<file path="config.mk">
export PLATFORM = sky130hd
export DESIGN_NAME = mpmc_top
export DESIGN_NICKNAME = d
export VERILOG_FILES = /design/src/rtl/mpmc_pkg.sv /design/src/rtl/mpmc_app_en_gen.sv /design/src/rtl/mpmc_data_path.sv /design/src/rtl/mpmc_state_machine.sv /design/src/rtl/mpmc_top.sv
export VERILOG_INCLUDE_DIRS = /design/src /design/src/rtl
export SDC_FILE = /design/constraint.sdc
export NUM_CORES = 1
export LEC_CHECK = 0
export BUFFER_PORTS_ARGS = -buffer_cell sky130_fd_sc_hd__buf_2
export CAP_MARGIN = 30
export CORE_AREA = 2 2 235 237
export DETAILED_ROUTE_END_ITERATION = 10
export DIE_AREA = 0 0 237 239
export GPL_TIMING_DRIVEN = 1
export PLACE_DENSITY = 0.5
export SYNTH_ARGS = -nofsm -noshare
export SYNTH_HDL_FRONTEND = slang
export SYNTH_SLANG_ARGS = --single-unit
</file>
<file path="constraint.sdc">
create_clock -name clk -period 3.3 [get_ports clk]
set_input_delay 0.33 -clock clk [delete_from_list [all_inputs] [get_ports clk]]
set_output_delay 0.33 -clock clk [all_outputs]
set_load 0.005 [all_outputs]
</file>
<file path="src/rtl/mpmc_config.svh">
`ifndef MPMC_CONFIG_SVH
`define MPMC_CONFIG_SVH

// ============================================================
// Controller sizing
// ============================================================

// Byte address width seen on the application interface
`define MPMC_ADDR_W 28

// Width of one data beat on the application interface
`define MPMC_DATA_W 128

// Byte distance between two consecutive beats of a read burst
`define MPMC_BEAT_STRIDE 16

// Largest value of the burst length field, which holds beats minus one
`define MPMC_MAX_BURST 255

`endif

</file>
<file path="src/rtl/mpmc_pkg.sv">
`include "mpmc_config.svh"

package mpmc_pkg;

	// Width of the burst length field and of the beat counters
	localparam int BURST_W = $clog2(`MPMC_MAX_BURST + 1);

	// Sequencer states
	// WRITE_DATA1 holds the write until the interface takes it, READ_DATA0 issues beat 0
	// and READ_DATA2 issues the rest of the burst
	typedef enum logic [2:0] {
		IDLE,
		WRITE_DATA0,
		WRITE_DATA1,
		READ_DATA0,
		READ_DATA2,
		READ_WAIT,
		DONE
	} mpmc_state_t;

	// Command codes as the application interface expects them
	typedef enum logic [2:0] {
		CMD_WRITE = 3'd0,
		CMD_READ  = 3'd1
	} mpmc_cmd_t;

	// One request from the requester
	typedef struct packed {
		mpmc_cmd_t                cmd;
		logic [`MPMC_ADDR_W-1:0]  addr;
		logic [BURST_W-1:0]       burst_len;
		logic [`MPMC_DATA_W-1:0]  wdata;
	} mpmc_req_t;

	// One returned read beat, tagged with its position in the burst
	typedef struct packed {
		logic [BURST_W-1:0]       idx;
		logic [`MPMC_DATA_W-1:0]  data;
	} mpmc_rbeat_t;

endpackage

</file>
<file path="src/rtl/mpmc_app_en_gen.sv">
`timescale 1ns/10ps

module mpmc_app_en_gen (
	input  logic                          clk,
	input  logic                          rst,
	input  mpmc_pkg::mpmc_state_t         state,
	input  logic                          rdy,
	input  logic                          wdf_rdy,
	input  logic [mpmc_pkg::BURST_W-1:0]  burst_cnt,
	input  logic [mpmc_pkg::BURST_W-1:0]  burst_len,
	output logic                          en
);

	// The interface latches command and address only while app_rdy is high
	// A cycle without ready is simply offered again on the next cycle
	// Each issue state is left on the cycle its final command is taken
	always_comb begin
		en = ((state == mpmc_pkg::WRITE_DATA1) && rdy && wdf_rdy) ||
			((state == mpmc_pkg::READ_DATA0) && rdy) ||
			((state == mpmc_pkg::READ_DATA2) && rdy && (burst_cnt <= burst_len));
	end

endmodule

</file>
<file path="src/rtl/mpmc_data_path.sv">
`timescale 1ns/10ps
`include "mpmc_config.svh"

module mpmc_data_path (
	input  logic                          clk,
	input  logic                          rst,
	input  logic                          req_valid,
	input  mpmc_pkg::mpmc_req_t           req,
	input  mpmc_pkg::mpmc_state_t         state,
	input  logic                          en,
	input  logic                          rdy,
	input  logic                          app_rd_data_valid,
	input  logic [`MPMC_DATA_W-1:0]       app_rd_data,
	output mpmc_pkg::mpmc_cmd_t           app_cmd,
	output logic [`MPMC_ADDR_W-1:0]       app_addr,
	output logic [`MPMC_DATA_W-1:0]       app_wdf_data,
	output logic [mpmc_pkg::BURST_W-1:0]  burst_cnt,
	output logic [mpmc_pkg::BURST_W-1:0]  burst_len,
	output logic                          beats_done,
	output logic                          rd_valid,
	output mpmc_pkg::mpmc_rbeat_t         rd_beat
);

	localparam logic [`MPMC_ADDR_W-1:0] STRIDE = `MPMC_BEAT_STRIDE;

	mpmc_pkg::mpmc_req_t          req_q;
	logic                         start;
	logic                         accept;
	logic [mpmc_pkg::BURST_W-1:0] rcnt;

	// New request taken in IDLE, and a command taken by the interface
	assign start  = req_valid && (state == mpmc_pkg::IDLE);
	assign accept = en && rdy;

	// ============================================================
	// Command side
	// ============================================================

	// Request is held for the whole transaction
	always_ff @(posedge clk) begin
		if (start) begin
			req_q <= req;
		end
	end

	assign app_cmd      = req_q.cmd;
	assign app_wdf_data = req_q.wdata;
	assign burst_len    = req_q.burst_len;

	// Beat address, one stride further after every accepted command
	always_ff @(posedge clk) begin
		if (start) begin
			app_addr <= req.addr;
		end else if (accept) begin
			app_addr <= app_addr + STRIDE;
		end
	end

	// Number of commands the interface has taken so far
	always_ff @(posedge clk) begin
		if (rst) begin
			burst_cnt <= '0;
		end else if (start) begin
			burst_cnt <= '0;
		end else if (accept) begin
			burst_cnt <= burst_cnt + 1'b1;
		end
	end

	// ============================================================
	// Return side
	// ============================================================

	// Beats come back in order, so a running count is the beat index
	// beats_done is raised in the same cycle as the last beat on rd_valid
	always_ff @(posedge clk) begin
		if (rst) begin
			rcnt       <= '0;
			beats_done <= 1'b0;
			rd_valid   <= 1'b0;
		end else begin
			rd_valid <= app_rd_data_valid;
			if (start) begin
				rcnt       <= '0;
				beats_done <= 1'b0;
			end else if (app_rd_data_valid) begin
				rcnt <= rcnt + 1'b1;
				if (rcnt == burst_len) begin
					beats_done <= 1'b1;
				end
			end
		end
	end

	// Tagged beat for the requester
	always_ff @(posedge clk) begin
		if (app_rd_data_valid) begin
			rd_beat.idx  <= rcnt;
			rd_beat.data <= app_rd_data;
		end
	end

endmodule

</file>
<file path="src/rtl/mpmc_state_machine.sv">
`timescale 1ns/10ps

module mpmc_state_machine (
	input  logic                          clk,
	input  logic                          rst,
	input  logic                          req_valid,
	input  mpmc_pkg::mpmc_cmd_t           cmd,
	input  logic                          rdy,
	input  logic                          wdf_rdy,
	input  logic [mpmc_pkg::BURST_W-1:0]  burst_cnt,
	input  logic [mpmc_pkg::BURST_W-1:0]  burst_len,
	input  logic                          beats_done,
	output mpmc_pkg::mpmc_state_t         state
);

	mpmc_pkg::mpmc_state_t state_nxt;
	logic                  last_cmd;

	// The command being offered is the final one of the burst
	// In READ_DATA0 the counter is still zero, so this also covers single beat reads
	assign last_cmd = (burst_cnt == burst_len);

	// ============================================================
	// Next state
	// ============================================================
	always_comb begin
		state_nxt = state;
		case (state)
		mpmc_pkg::IDLE: begin
			// A request is only taken here, busy keeps the requester quiet elsewhere
			if (req_valid) begin
				if (cmd == mpmc_pkg::CMD_WRITE) begin
					state_nxt = mpmc_pkg::WRITE_DATA0;
				end else begin
					state_nxt = mpmc_pkg::READ_DATA0;
				end
			end
		end
		mpmc_pkg::WRITE_DATA0: begin
			// One cycle for the registered request to reach the interface
			state_nxt = mpmc_pkg::WRITE_DATA1;
		end
		mpmc_pkg::WRITE_DATA1: begin
			// Command and data have to be taken in the same cycle
			if (rdy && wdf_rdy) begin
				state_nxt = mpmc_pkg::DONE;
			end
		end
		mpmc_pkg::READ_DATA0: begin
			// Beat 0 goes out on the first ready cycle
			if (rdy) begin
				if (last_cmd) begin
					state_nxt = mpmc_pkg::READ_WAIT;
				end else begin
					state_nxt = mpmc_pkg::READ_DATA2;
				end
			end
		end
		mpmc_pkg::READ_DATA2: begin
			// Stay until the interface has taken the last command of the burst
			if (rdy && last_cmd) begin
				state_nxt = mpmc_pkg::READ_WAIT;
			end
		end
		mpmc_pkg::READ_WAIT: begin
			// Several reads may still be in flight after the last command
			if (beats_done) begin
				state_nxt = mpmc_pkg::DONE;
			end
		end
		mpmc_pkg::DONE: begin
			state_nxt = mpmc_pkg::IDLE;
		end
		default: begin
			state_nxt = mpmc_pkg::IDLE;
		end
		endcase
	end

	// ============================================================
	// State register
	// ============================================================
	always_ff @(posedge clk) begin
		if (rst) begin
			state <= mpmc_pkg::IDLE;
		end else begin
			state <= state_nxt;
		end
	end

endmodule

</file>
<file path="src/rtl/mpmc_top.sv">
`timescale 1ns/10ps
`include "mpmc_config.svh"

module mpmc_top (
	input  logic                     clk,
	input  logic                     rst,
	// Requester side
	input  logic                     req_valid,
	input  mpmc_pkg::mpmc_req_t      req,
	output logic                     busy,
	output logic                     done,
	output logic                     rd_valid,
	output mpmc_pkg::mpmc_rbeat_t    rd_beat,
	// Application interface
	output logic                     app_en,
	output mpmc_pkg::mpmc_cmd_t      app_cmd,
	output logic [`MPMC_ADDR_W-1:0]  app_addr,
	input  logic                     app_rdy,
	output logic [`MPMC_DATA_W-1:0]  app_wdf_data,
	output logic                     app_wdf_wren,
	output logic                     app_wdf_end,
	input  logic                     app_wdf_rdy,
	input  logic [`MPMC_DATA_W-1:0]  app_rd_data,
	input  logic                     app_rd_data_valid
);

	mpmc_pkg::mpmc_state_t        state;
	logic [mpmc_pkg::BURST_W-1:0] burst_cnt;
	logic [mpmc_pkg::BURST_W-1:0] burst_len;
	logic                         beats_done;

	// ============================================================
	// Sequencer
	// ============================================================
	mpmc_state_machine u_state_machine (
		.clk        (clk),
		.rst        (rst),
		.req_valid  (req_valid),
		.cmd        (req.cmd),
		.rdy        (app_rdy),
		.wdf_rdy    (app_wdf_rdy),
		.burst_cnt  (burst_cnt),
		.burst_len  (burst_len),
		.beats_done (beats_done),
		.state      (state)
	);

	// Command enable
	mpmc_app_en_gen u_app_en_gen (
		.clk       (clk),
		.rst       (rst),
		.state     (state),
		.rdy       (app_rdy),
		.wdf_rdy   (app_wdf_rdy),
		.burst_cnt (burst_cnt),
		.burst_len (burst_len),
		.en        (app_en)
	);

	// Request, address and beat handling
	mpmc_data_path u_data_path (
		.clk               (clk),
		.rst               (rst),
		.req_valid         (req_valid),
		.req               (req),
		.state             (state),
		.en                (app_en),
		.rdy               (app_rdy),
		.app_rd_data_valid (app_rd_data_valid),
		.app_rd_data       (app_rd_data),
		.app_cmd           (app_cmd),
		.app_addr          (app_addr),
		.app_wdf_data      (app_wdf_data),
		.burst_cnt         (burst_cnt),
		.burst_len         (burst_len),
		.beats_done        (beats_done),
		.rd_valid          (rd_valid),
		.rd_beat           (rd_beat)
	);

	// Single beat writes, so the data strobe and its end marker go with the command
	assign app_wdf_wren = app_en && (state == mpmc_pkg::WRITE_DATA1);
	assign app_wdf_end  = app_en && (state == mpmc_pkg::WRITE_DATA1);

	// Busy covers everything from the cycle after acceptance up to the done cycle
	assign busy = (state != mpmc_pkg::IDLE);
	assign done = (state == mpmc_pkg::DONE);

endmodule

</file>
==> results of run 1 <==
-- logic make-up (layout without fill, tap and decap cells) --
group	count (synthesis)	after routing	share of synthesized area (%)
and+or+nand+nor	144	144	6.63
DFF	324	324	84.3
AOI/OAI and AO/OA	49	49	2.52
other	0	1	0
adders and majority gates	12	12	1.33
xor gates and xnor gates	37	37	2.87
muxes	10	10	0.898
buffers and inverters	35	963	1.41
-- state kept, by name (all words and copies together), names as in the netlist --
register,cells
u_data_path.beats_done,1
u_state_machine.state,3
u_data_path.burst_len,8
u_data_path.burst_cnt,8
u_data_path.rd_beat,136
u_data_path.rd_valid,1
u_data_path.app_cmd,3
u_data_path.app_wdf_data,128
u_data_path.rcnt,8
u_data_path.app_addr,28
-- metal layers --
layer,wire length (µm),vias to the layer above
met5,29,-
met4,866,4
met3,2780,58
met2,20400,324
met1,14700,4185
li1,-,4122
-- per-stage QoR --
step	area [µm²]	utilization, %	worst slack (ns)
after floorplan	11300	-	0.545
after global placement	15200	28.0	0.852
after detailed placement	15200	28.0	0.761
after CTS	19100	35.1	0.403
after global routing	19100	35.1	0.212
final	19100	35.1	0.411
-- power groups by stage --
stage	logic (mW)	clock network (mW)	registers (mW)
floorplan	0.895	0	6.05
global placement	2.31	0	6.02
detailed placement	2.34	0	6.05
CTS	2.60	4.31	5.97
global route	2.80	4.48	6.05
finish	2.55	4.18	5.97
-- worst max-delay path, cell delays in order (launching register included) --
cell	delay, ns
edfxtp_1	0.36
inv_1	0.05
ha_1	0.31
nand4_1	0.23
nor3_1	0.45
nor2_1	0.18
o21a_1	0.23
inv_1	0.09
buf_2	0.11
-- area by class of cell --
| type | count | area share, % |
|---|---|---|
| clock inverters | 22 | 1.24 |
| inverters | 20 | 0.419 |
| well taps | 704 | 4.61 |
| flip-flops and latches | 324 | 49.9 |
| clock buffers | 47 | 5.27 |
| repair buffers | 874 | 30.2 |
| multi-input cells | 252 | 8.42 |
| diodes | 1 | 0.0131 |
-- cell usage after synthesis (2+ instances only) --
cell type  count  area share (%)
nand3_1       11            0.49
o211ai_1       2            0.13
ha_1          12             1.3
nand2_1       54             1.8
nor2_1        21            0.70
nor3_2         4            0.35
a21o_1         2            0.13
nand4_1        8            0.44
and3_1         9            0.50
mux2i_1        9            0.80
o21ai_0       23             1.0
xor2_1        13             1.0
inv_1         20            0.67
clkbuf_1       6            0.20
xnor2_1       24             1.9
dfxtp_1       21             3.7
edfxtp_1     303              81
nand2b_1       3            0.17
and4_1         5            0.39
o22ai_1        3            0.17
nor3_1         7            0.31
nor2b_1        3            0.17
or3_1          8            0.44
nor4_1         4            0.22
buf_4          4            0.27
o21ai_1        6            0.27
buf_2          4            0.18
a21oi_1        7            0.31
-- worst max path at each step --
| stage | slack [ns] | cells past startpoint | endpoint |
|---|---|---|---|
| floorplan | 0.54 | 6 | u_data_path.app_addr[0] |
| finish | 0.41 | 8 | app_en |
| global placement | 0.85 | 9 | u_data_path.app_addr[23] |
| CTS | 0.40 | 8 | app_en |
| detailed placement | 0.76 | 8 | u_data_path.app_addr[22] |
| global route | 0.21 | 8 | app_en |
==> impl_metrics.env, run 1 <==
export IMPL_worst_slew_pin_slew_ns=0.662
export IMPL_fill_cells=5240
export IMPL_grt_overflow=0
export IMPL_crit_required_ns=2.97
export IMPL_use_met1_pct=14.4
export IMPL_startpoint="u_data_path.burst_len[7]"
export IMPL_holdCritStartpoint="req[153]"
export IMPL_end_kind="output pin"
export IMPL_grtUsageTotal_pct=12.7
export IMPL_r2r_start="u_data_path.burst_len[7]"
export IMPL_grt_busiest_layer="met2"
export IMPL_syn_inst=611
export IMPL_clock_sinks=324
export IMPL_hold_viol_final=0
export IMPL_tns_ns=0
export IMPL_start_kind="flip-flop"
export IMPL_power_leakage_nw=7.89
export IMPL_numCtsBuffers=38
export IMPL_drc_errors=0
export IMPL_synth_async_reset_ratio_pct=0
export IMPL_met2_usage_pct=23.0
export IMPL_intPower_mw=9.19
export IMPL_drtIter0Drc=448
export IMPL_fin_crit_sh_pct=87.6
export IMPL_crit_fanout=4
export IMPL_multi_input_area_um2=1610
export IMPL_drv_slew=0
export IMPL_setup_viol=0
export IMPL_status="complete, no violations"
export IMPL_grt_max_degree=64
export IMPL_mostFrequentLayoutCells="600 x buf_2, 303 x edfxtp_1, 264 x dlygate4sd3_1"
export IMPL_synth_yosys_seq_area_share_pct=84.3
export IMPL_row_count=86
export IMPL_period_needed_ns=2.89
export IMPL_r2r_slack_ns=0.69
export IMPL_root_buffer="clkbuf_16"
export IMPL_worstSkewPairLatency_ns=0.54
export IMPL_hold_buffers=264
export IMPL_start_util_pct=20.8
export IMPL_place_congestion=0.802
export IMPL_dieHeight_um=239
export IMPL_seqCellArea_um2=9520
export IMPL_p_total_mw=12.7
export IMPL_slew_headroom_pct=55.9
export IMPL_p_sw_mw=3.50
export IMPL_hold_ws_ns=0.0750
export IMPL_layout_drive_gt1_share_pct=44.0
export IMPL_worstReg2RegEnd="u_data_path.app_addr[22]"
export IMPL_synth_nets=924
export IMPL_pwr_share_seq_pct=47.0
export IMPL_final_antenna_net_count=0
export IMPL_tritoncts="built"
export IMPL_rsz0062_at_grt="false"
export IMPL_synth_ff_type="edfxtp_1"
export IMPL_vias=8693
export IMPL_io_pins=602
export IMPL_worstHoldEndpoint="u_data_path.app_addr[17]"
export IMPL_synth_edf_count=303
export IMPL_place_inst=1910
export IMPL_critPathArrivalTime_ns=2.56
export IMPL_grt_pass1_wl_mm=54.4
export IMPL_first_pass_iters=4
export IMPL_port_buffers=601
export IMPL_nNetsFinal=1823
export IMPL_max_freq_mhz=346
export IMPL_die_w_um=237
export IMPL_power_frac_comb_pct=20.1
export IMPL_dp_hpwl_mm=28.2
export IMPL_min_path_type="in -> reg"
export IMPL_grt_pass1_vias=8929
export IMPL_clock_path_buffers=3
export IMPL_layout_commonest_cell="buf_2"
export IMPL_wl_mm=38.8
export IMPL_synth_area_per_cell_um2=18.5
export IMPL_cellPowerDensity_nw_per_um2=665
export IMPL_switching_share_pct=27.6
export IMPL_yosysUniqueCellTypes=43
export IMPL_irDropWorstVdd_uv=369
export IMPL_skew_ns=0.0200
export IMPL_hold_depth=3
export IMPL_maxCapViolCount=0
export IMPL_antenna_found_initial=4
export IMPL_syn2layout_area_growth_pct=69.2
export IMPL_fin_cells=2244
export IMPL_grtUsageMet3_pct=3.82
export IMPL_cts_repair_resized=0
export IMPL_netlist_area_um2=11300
export IMPL_clk_pin_slew_ns=0.06
export IMPL_yosys_warnings=0
export IMPL_cts_setup_buffers=0
export IMPL_crit_type="reg -> out"
export IMPL_clockPowerShare_pct=32.9
export IMPL_core_um2=54300
export IMPL_worst_r2r_path_depth=8
export IMPL_h_tree_depth=2
export IMPL_die_area_um2=56600
export IMPL_ys_ff_latch=324
export IMPL_wl_per_cell_um=17.3
export IMPL_routed_via_density=3.87
(Power assumes the default switching activity.)
==> run 2: changes to the inputs <==
Settings changed: CAP_MARGIN 30 to 40, CELL_PAD_IN_SITES_DETAIL_PLACEMENT set to 2, CELL_PAD_IN_SITES_GLOBAL_PLACEMENT set to 2, CORE_AREA 2 2 235 237 to 2 2 232 234, DIE_AREA 0 0 237 239 to 0 0 234 236, PLACE_DENSITY 0.5 to 0.69.
==> run 2 against run 1 <==
  * Clock power rose by 8.4%
  * Clock-buffer cell count rose by 8
  * Routed wire length rose by 41%
  * Sequential cell count did not move
  * Worst setup slack improved by 0.053 ns
  * Register-to-register slack improved by 0.06 ns
  * Combinational power rose by 8.6%
  * Critical endpoint unchanged
  * Largest power group unchanged
  * Highest routed layer unchanged
==> impl_metrics.env, run 2 (synthesis gave the netlist of run 1 again) <==
export IMPL_clock_path_buffers=3
export IMPL_crit_type="reg -> out"
export IMPL_power_leakage_nw=7.93
export IMPL_r2r_slack_ns=0.75
export IMPL_setup_ws_ns=0.463
export IMPL_worstHoldEndpoint="u_data_path.app_wdf_data[78]"
export IMPL_holdCritStartpoint="req[78]"
export IMPL_end_kind="output pin"
export IMPL_fin_crit_sh_pct=86.0
export IMPL_tns_ns=0
export IMPL_drv_slew=0
export IMPL_nNetsFinal=1825
export IMPL_min_path_type="in -> reg"
export IMPL_vias=9185
export IMPL_worstSkewPairLatency_ns=0.56
export IMPL_grt_overflow=0
export IMPL_crit_fanout=7
export IMPL_final_antenna_net_count=0
export IMPL_grt_max_degree=55
export IMPL_fill_cells=5476
export IMPL_row_count=85
export IMPL_io_pins=602
export IMPL_largest_reg_flops=136
export IMPL_irDropWorstVdd_uv=391
export IMPL_crit_required_ns=2.97
export IMPL_largest_register="u_data_path.rd_beat"
export IMPL_post_place_ws_ns=0.767
export IMPL_root_buffer="clkbuf_16"
export IMPL_hold_ws_ns=0.0553
export IMPL_h_tree_depth=2
export IMPL_worstReg2RegEnd="u_data_path.app_addr[22]"
export IMPL_die_w_um=234
export IMPL_grt_pass1_wl_mm=75.7
export IMPL_critPathArrivalTime_ns=2.51
export IMPL_grtUsageTotal_pct=19.1
export IMPL_numCtsBuffers=40
export IMPL_drtIter0Drc=347
export IMPL_setup_viol=0
export IMPL_dieHeight_um=236
export IMPL_dp_hpwl_mm=36.3
export IMPL_r2r_start="u_data_path.burst_len[7]"
export IMPL_slew_headroom_pct=51.9
export IMPL_rsz0062_at_grt="false"
export IMPL_status="complete, no violations"
export IMPL_worst_slew_pin_slew_ns=0.722
export IMPL_layout_commonest_cell="buf_2"
export IMPL_clk_pin_slew_ns=0.06
export IMPL_layout_drive_gt1_share_pct=43.8
export IMPL_clock_sinks=324
export IMPL_grt_pass1_vias=10407
export IMPL_core_um2=53100
export IMPL_first_pass_iters=4
export IMPL_worst_r2r_path_depth=8
export IMPL_drc_errors=0
export IMPL_wl_per_cell_um=24.3
export IMPL_antenna_found_initial=5
export IMPL_start_util_pct=21.3
export IMPL_period_needed_ns=2.84
export IMPL_tritoncts="built"
export IMPL_syn2layout_area_growth_pct=69.9
export IMPL_place_congestion=0.830
export IMPL_wl_mm=54.5
export IMPL_skew_ns=0.0229
export IMPL_routed_via_density=4.10
export IMPL_cts_setup_buffers=0
export IMPL_hold_viol_final=0
export IMPL_cellPowerDensity_nw_per_um2=697
export IMPL_die_area_um2=55200
export IMPL_port_buffers=601
export IMPL_mostFrequentLayoutCells="600 x buf_2, 303 x edfxtp_1, 264 x dlygate4sd3_1"
export IMPL_max_freq_mhz=353
export IMPL_hold_depth=1
export IMPL_maxCapViolCount=0
export IMPL_start_kind="flip-flop"
==> run 2: timing repair <==
action / in CTS / in global routing
setup endpoints to repair: 0 / 0
hold buffers: 264 / 0
endpoints found under the hold margin: 264 / 0
resized for setup: 0 / 0
==> run 2: power by group <==
part           internal [mW]  switching, mW
logic                   1.16           1.60
registers               5.55          0.521
clock network           2.68           1.85
total                   9.40           3.98
==> run 2: layout make-up <==
class                      instances  area, µm²  share of cell area (%)
sequential                       324       9520                    49.6
timing repair buffer             874       5760                    30.0
multi-input combinational        252       1610                    8.38
clock buffer                      55       1110                    5.78
tap                              696        871                    4.54
clock inverter                    17        223                    1.16
inverter                          20       80.1                   0.418
antenna                            3       7.51                  0.0391
==> run 2: critical path, stage by stage (launching register included) <==
cell and delay, ns:
edfxtp_1 0.36, inv_1 0.05, ha_1 0.33, nand4_1 0.23, a21oi_1 0.45, o21a_1 0.33, inv_1 0.06, buf_2 0.13
==> run 2: worst max path at each step <==
stage / start / cells after the start / slack [ns] / endpoint
detailed placement: u_data_path.burst_len[7] / 8 / 0.77 / u_data_path.app_addr[22]
global route: u_data_path.burst_len[7] / 7 / 0.22 / app_en
finish: u_data_path.burst_len[7] / 7 / 0.46 / app_en
floorplan: u_state_machine.state[2] / 6 / 0.54 / u_data_path.app_addr[0]
global placement: u_data_path.burst_len[5] / 9 / 0.82 / u_data_path.app_addr[20]
CTS: u_data_path.burst_len[7] / 7 / 0.39 / app_en
==> run 2: metal layers <==
layer  vias to the layer above  share of wire [%]  GRT usage, %
li1                       4128                  -             -
met1                      4613                 38          21.2
met2                       351                 51          34.0
met3                        91                7.8          5.95
met4                         2                3.5          6.92
met5                         -              0.024             0
==> run 2: through the flow <==
| stage | area, µm² | power, mW | instances | utilization [%] |
|---|---|---|---|---|
| 6_report | 19200 | 13.4 | 2241 | 36.1 |
| 5_1_grt | 19200 | 14.0 | 2240 | 36.1 |
| 4_1_cts | 19200 | 13.4 | 2238 | 36.1 |
| 3_5_place_dp | 15200 | 8.63 | 1902 | 28.6 |
| 3_3_place_gp | 15200 | 8.45 | 1902 | 28.6 |
| 2_1_floorplan | 11300 | 6.95 | 611 | - |
==> run 3: changes to the inputs <==
Settings changed: CORE_AREA 2 2 232 234 to 2 2 235 237, DIE_AREA 0 0 234 236 to 0 0 237 239, PLACE_DENSITY 0.69 to 0.68.
Clock period 3.3 ns to 3.6 ns, I/O delays scaled along.
==> run 3 against run 2 <==
  * Clock-buffer cell count grew 4
  * Largest cell class unchanged
  * Die area increased by 2.6%
  * Non-clock buffer count fell by 5
  * Total power is 11% lower
  * Sequential cell count did not move
  * Sequential share of layout area is 0.49 points higher
  * Critical path depth grew 1
  * Clock skew is 0.0097 ns higher
  * Cell count is 0.13% higher
==> impl_metrics.env, run 3 (synthesis gave the netlist of run 1 again) <==
export IMPL_cts_repair_resized=0
export IMPL_end_kind="output pin"
export IMPL_power_leakage_nw=7.83
export IMPL_post_dp_cell_area_um2=15200
export IMPL_critPathArrivalTime_ns=2.56
export IMPL_hold_ws_ns=0.0477
export IMPL_finalInstanceArea_um2=19000
export IMPL_met2_usage_pct=34.2
export IMPL_grtUsageTotal_pct=18.4
export IMPL_min_path_type="in -> reg"
export IMPL_fill_cells=5674
export IMPL_period_needed_ns=2.92
export IMPL_hold_viol_final=0
export IMPL_slowest_delay_ns=0.55
export IMPL_cts_setup_buffers=0
export IMPL_clk_pin_slew_ns=0.06
export IMPL_tritoncts="built"
export IMPL_multi_input_area_um2=1610
export IMPL_slowest_stage="a311oi_2"
export IMPL_row_count=86
export IMPL_largest_register="u_data_path.rd_beat"
export IMPL_root_buffer="clkbuf_16"
export IMPL_io_pins=602
export IMPL_dp_hpwl_mm=35.0
export IMPL_use_met1_pct=19.7
export IMPL_drv_slew=0
export IMPL_worst_slew_pin_slew_ns=0.814
export IMPL_worstSkewPairLatency_ns=0.56
export IMPL_drc_errors=0
export IMPL_crit_required_ns=3.24
export IMPL_cellPowerDensity_nw_per_um2=625
export IMPL_mostFrequentLayoutCells="600 x buf_2, 303 x edfxtp_1, 261 x dlygate4sd3_1"
export IMPL_h_tree_depth=2
export IMPL_wl_mm=53.9
export IMPL_path_cells="inv_1 > ha_1 > a21o_1 > a311oi_2 > inv_1 > o21a_1 > inv_1 > buf_2"
export IMPL_maxCapViolCount=0
export IMPL_numCtsBuffers=39
export IMPL_crit_fanout=7
export IMPL_grtUsageMet3_pct=4.56
export IMPL_port_buffers=601
export IMPL_irDropWorstVdd_uv=340
export IMPL_grt_pass1_wl_mm=75.3
export IMPL_layout_drive_gt1_share_pct=43.5
export IMPL_fin_crit_sh_pct=81.0
export IMPL_grt_pass1_vias=10465
export IMPL_grt_max_degree=129
export IMPL_clock_sinks=324
export IMPL_die_w_um=237
export IMPL_tns_ns=0
export IMPL_final_util_pct=35.0
export IMPL_cpMostUsedCell="inv_1"
export IMPL_grt_busiest_layer="met2"
export IMPL_dieHeight_um=239
export IMPL_start_util_pct=20.8
export IMPL_skew_ns=0.0325
export IMPL_seqCellArea_um2=9520
export IMPL_syn2layout_area_growth_pct=68.3
export IMPL_rsz0062_at_grt="false"
export IMPL_core_um2=54300
export IMPL_layout_commonest_cell="buf_2"
export IMPL_vias=9112
export IMPL_first_pass_iters=4
export IMPL_routed_via_density=4.06
export IMPL_clock_path_buffers=3
export IMPL_setup_viol=0
export IMPL_grt_overflow=0
export IMPL_drtIter0Drc=446
export IMPL_largest_reg_flops=136
export IMPL_final_antenna_net_count=0
export IMPL_wl_per_cell_um=24.0
export IMPL_nNetsFinal=1819
export IMPL_die_area_um2=56600
export IMPL_slew_headroom_pct=45.7
export IMPL_start_kind="flip-flop"
export IMPL_crit_type="reg -> out"
export IMPL_antenna_found_initial=4
export IMPL_max_freq_mhz=343
export IMPL_status="complete, no violations"
export IMPL_place_congestion=0.805
==> run 3: layout make-up <==
type                       count  share of cell area (%)
sequential                   324                    50.1
timing repair buffer         869                    30.0
multi-input combinational    252                    8.47
clock buffer                  59                    5.86
tap                          704                    4.64
inverter                      20                   0.422
clock inverter                13                   0.415
antenna                        3                  0.0395
==> run 3: critical path: cells and delay by family, from the launching register on <==
family | cells | cell delay (ns)
fa+ha+maj | 1 | 0.24
compound gates | 3 | 1.04
flops | 1 | 0.40
buf+inv | 4 | 0.36
==> run 3: path summary, 6_finish.rpt <==
kind / depth (start not counted) / slack (ns) / endpoint / from
worst max-delay path: 8 / 0.68 / app_en / u_data_path.burst_len[5]
worst min-delay path: 1 / 0.05 / u_data_path.app_wdf_data[71] / req[71]
worst max register to register: 8 / 0.98 / u_data_path.app_addr[17] / u_data_path.burst_len[5]
worst min register to register: 2 / 0.48 / u_data_path.burst_cnt[7] / u_data_path.burst_cnt[7]
==> run 3: where the power goes <==
part / internal, mW / total [mW] / switching (mW)
combinational: 1.04 / 2.48 / 1.44
sequential: 5.09 / 5.56 / 0.466
clock: 2.15 / 3.82 / 1.67
==> run 3: through the flow <==
step           cells  power [mW]  worst slack [ns]
3_3_place_gp    1908        7.68              1.03
4_1_cts         2241        11.9             0.593
6_report        2244        11.9             0.682
5_1_grt         2244        12.4             0.450
3_5_place_dp    1908        7.83             0.932
2_1_floorplan    611        6.37             0.845
==> run 3: timing repair <==
item | 4_1_cts | 5_1_grt
endpoints found under the hold margin | 261 | 0
hold buffers | 261 | 0
setup endpoints to repair | 0 | 0
==> run 3: layer usage <==
metal  routed length, µm  vias to the layer above
li1                    -                     4119
met1               19500                     4548
met2               28900                      349
met3                3520                       96
met4                2000                        0
met5                   0                        -
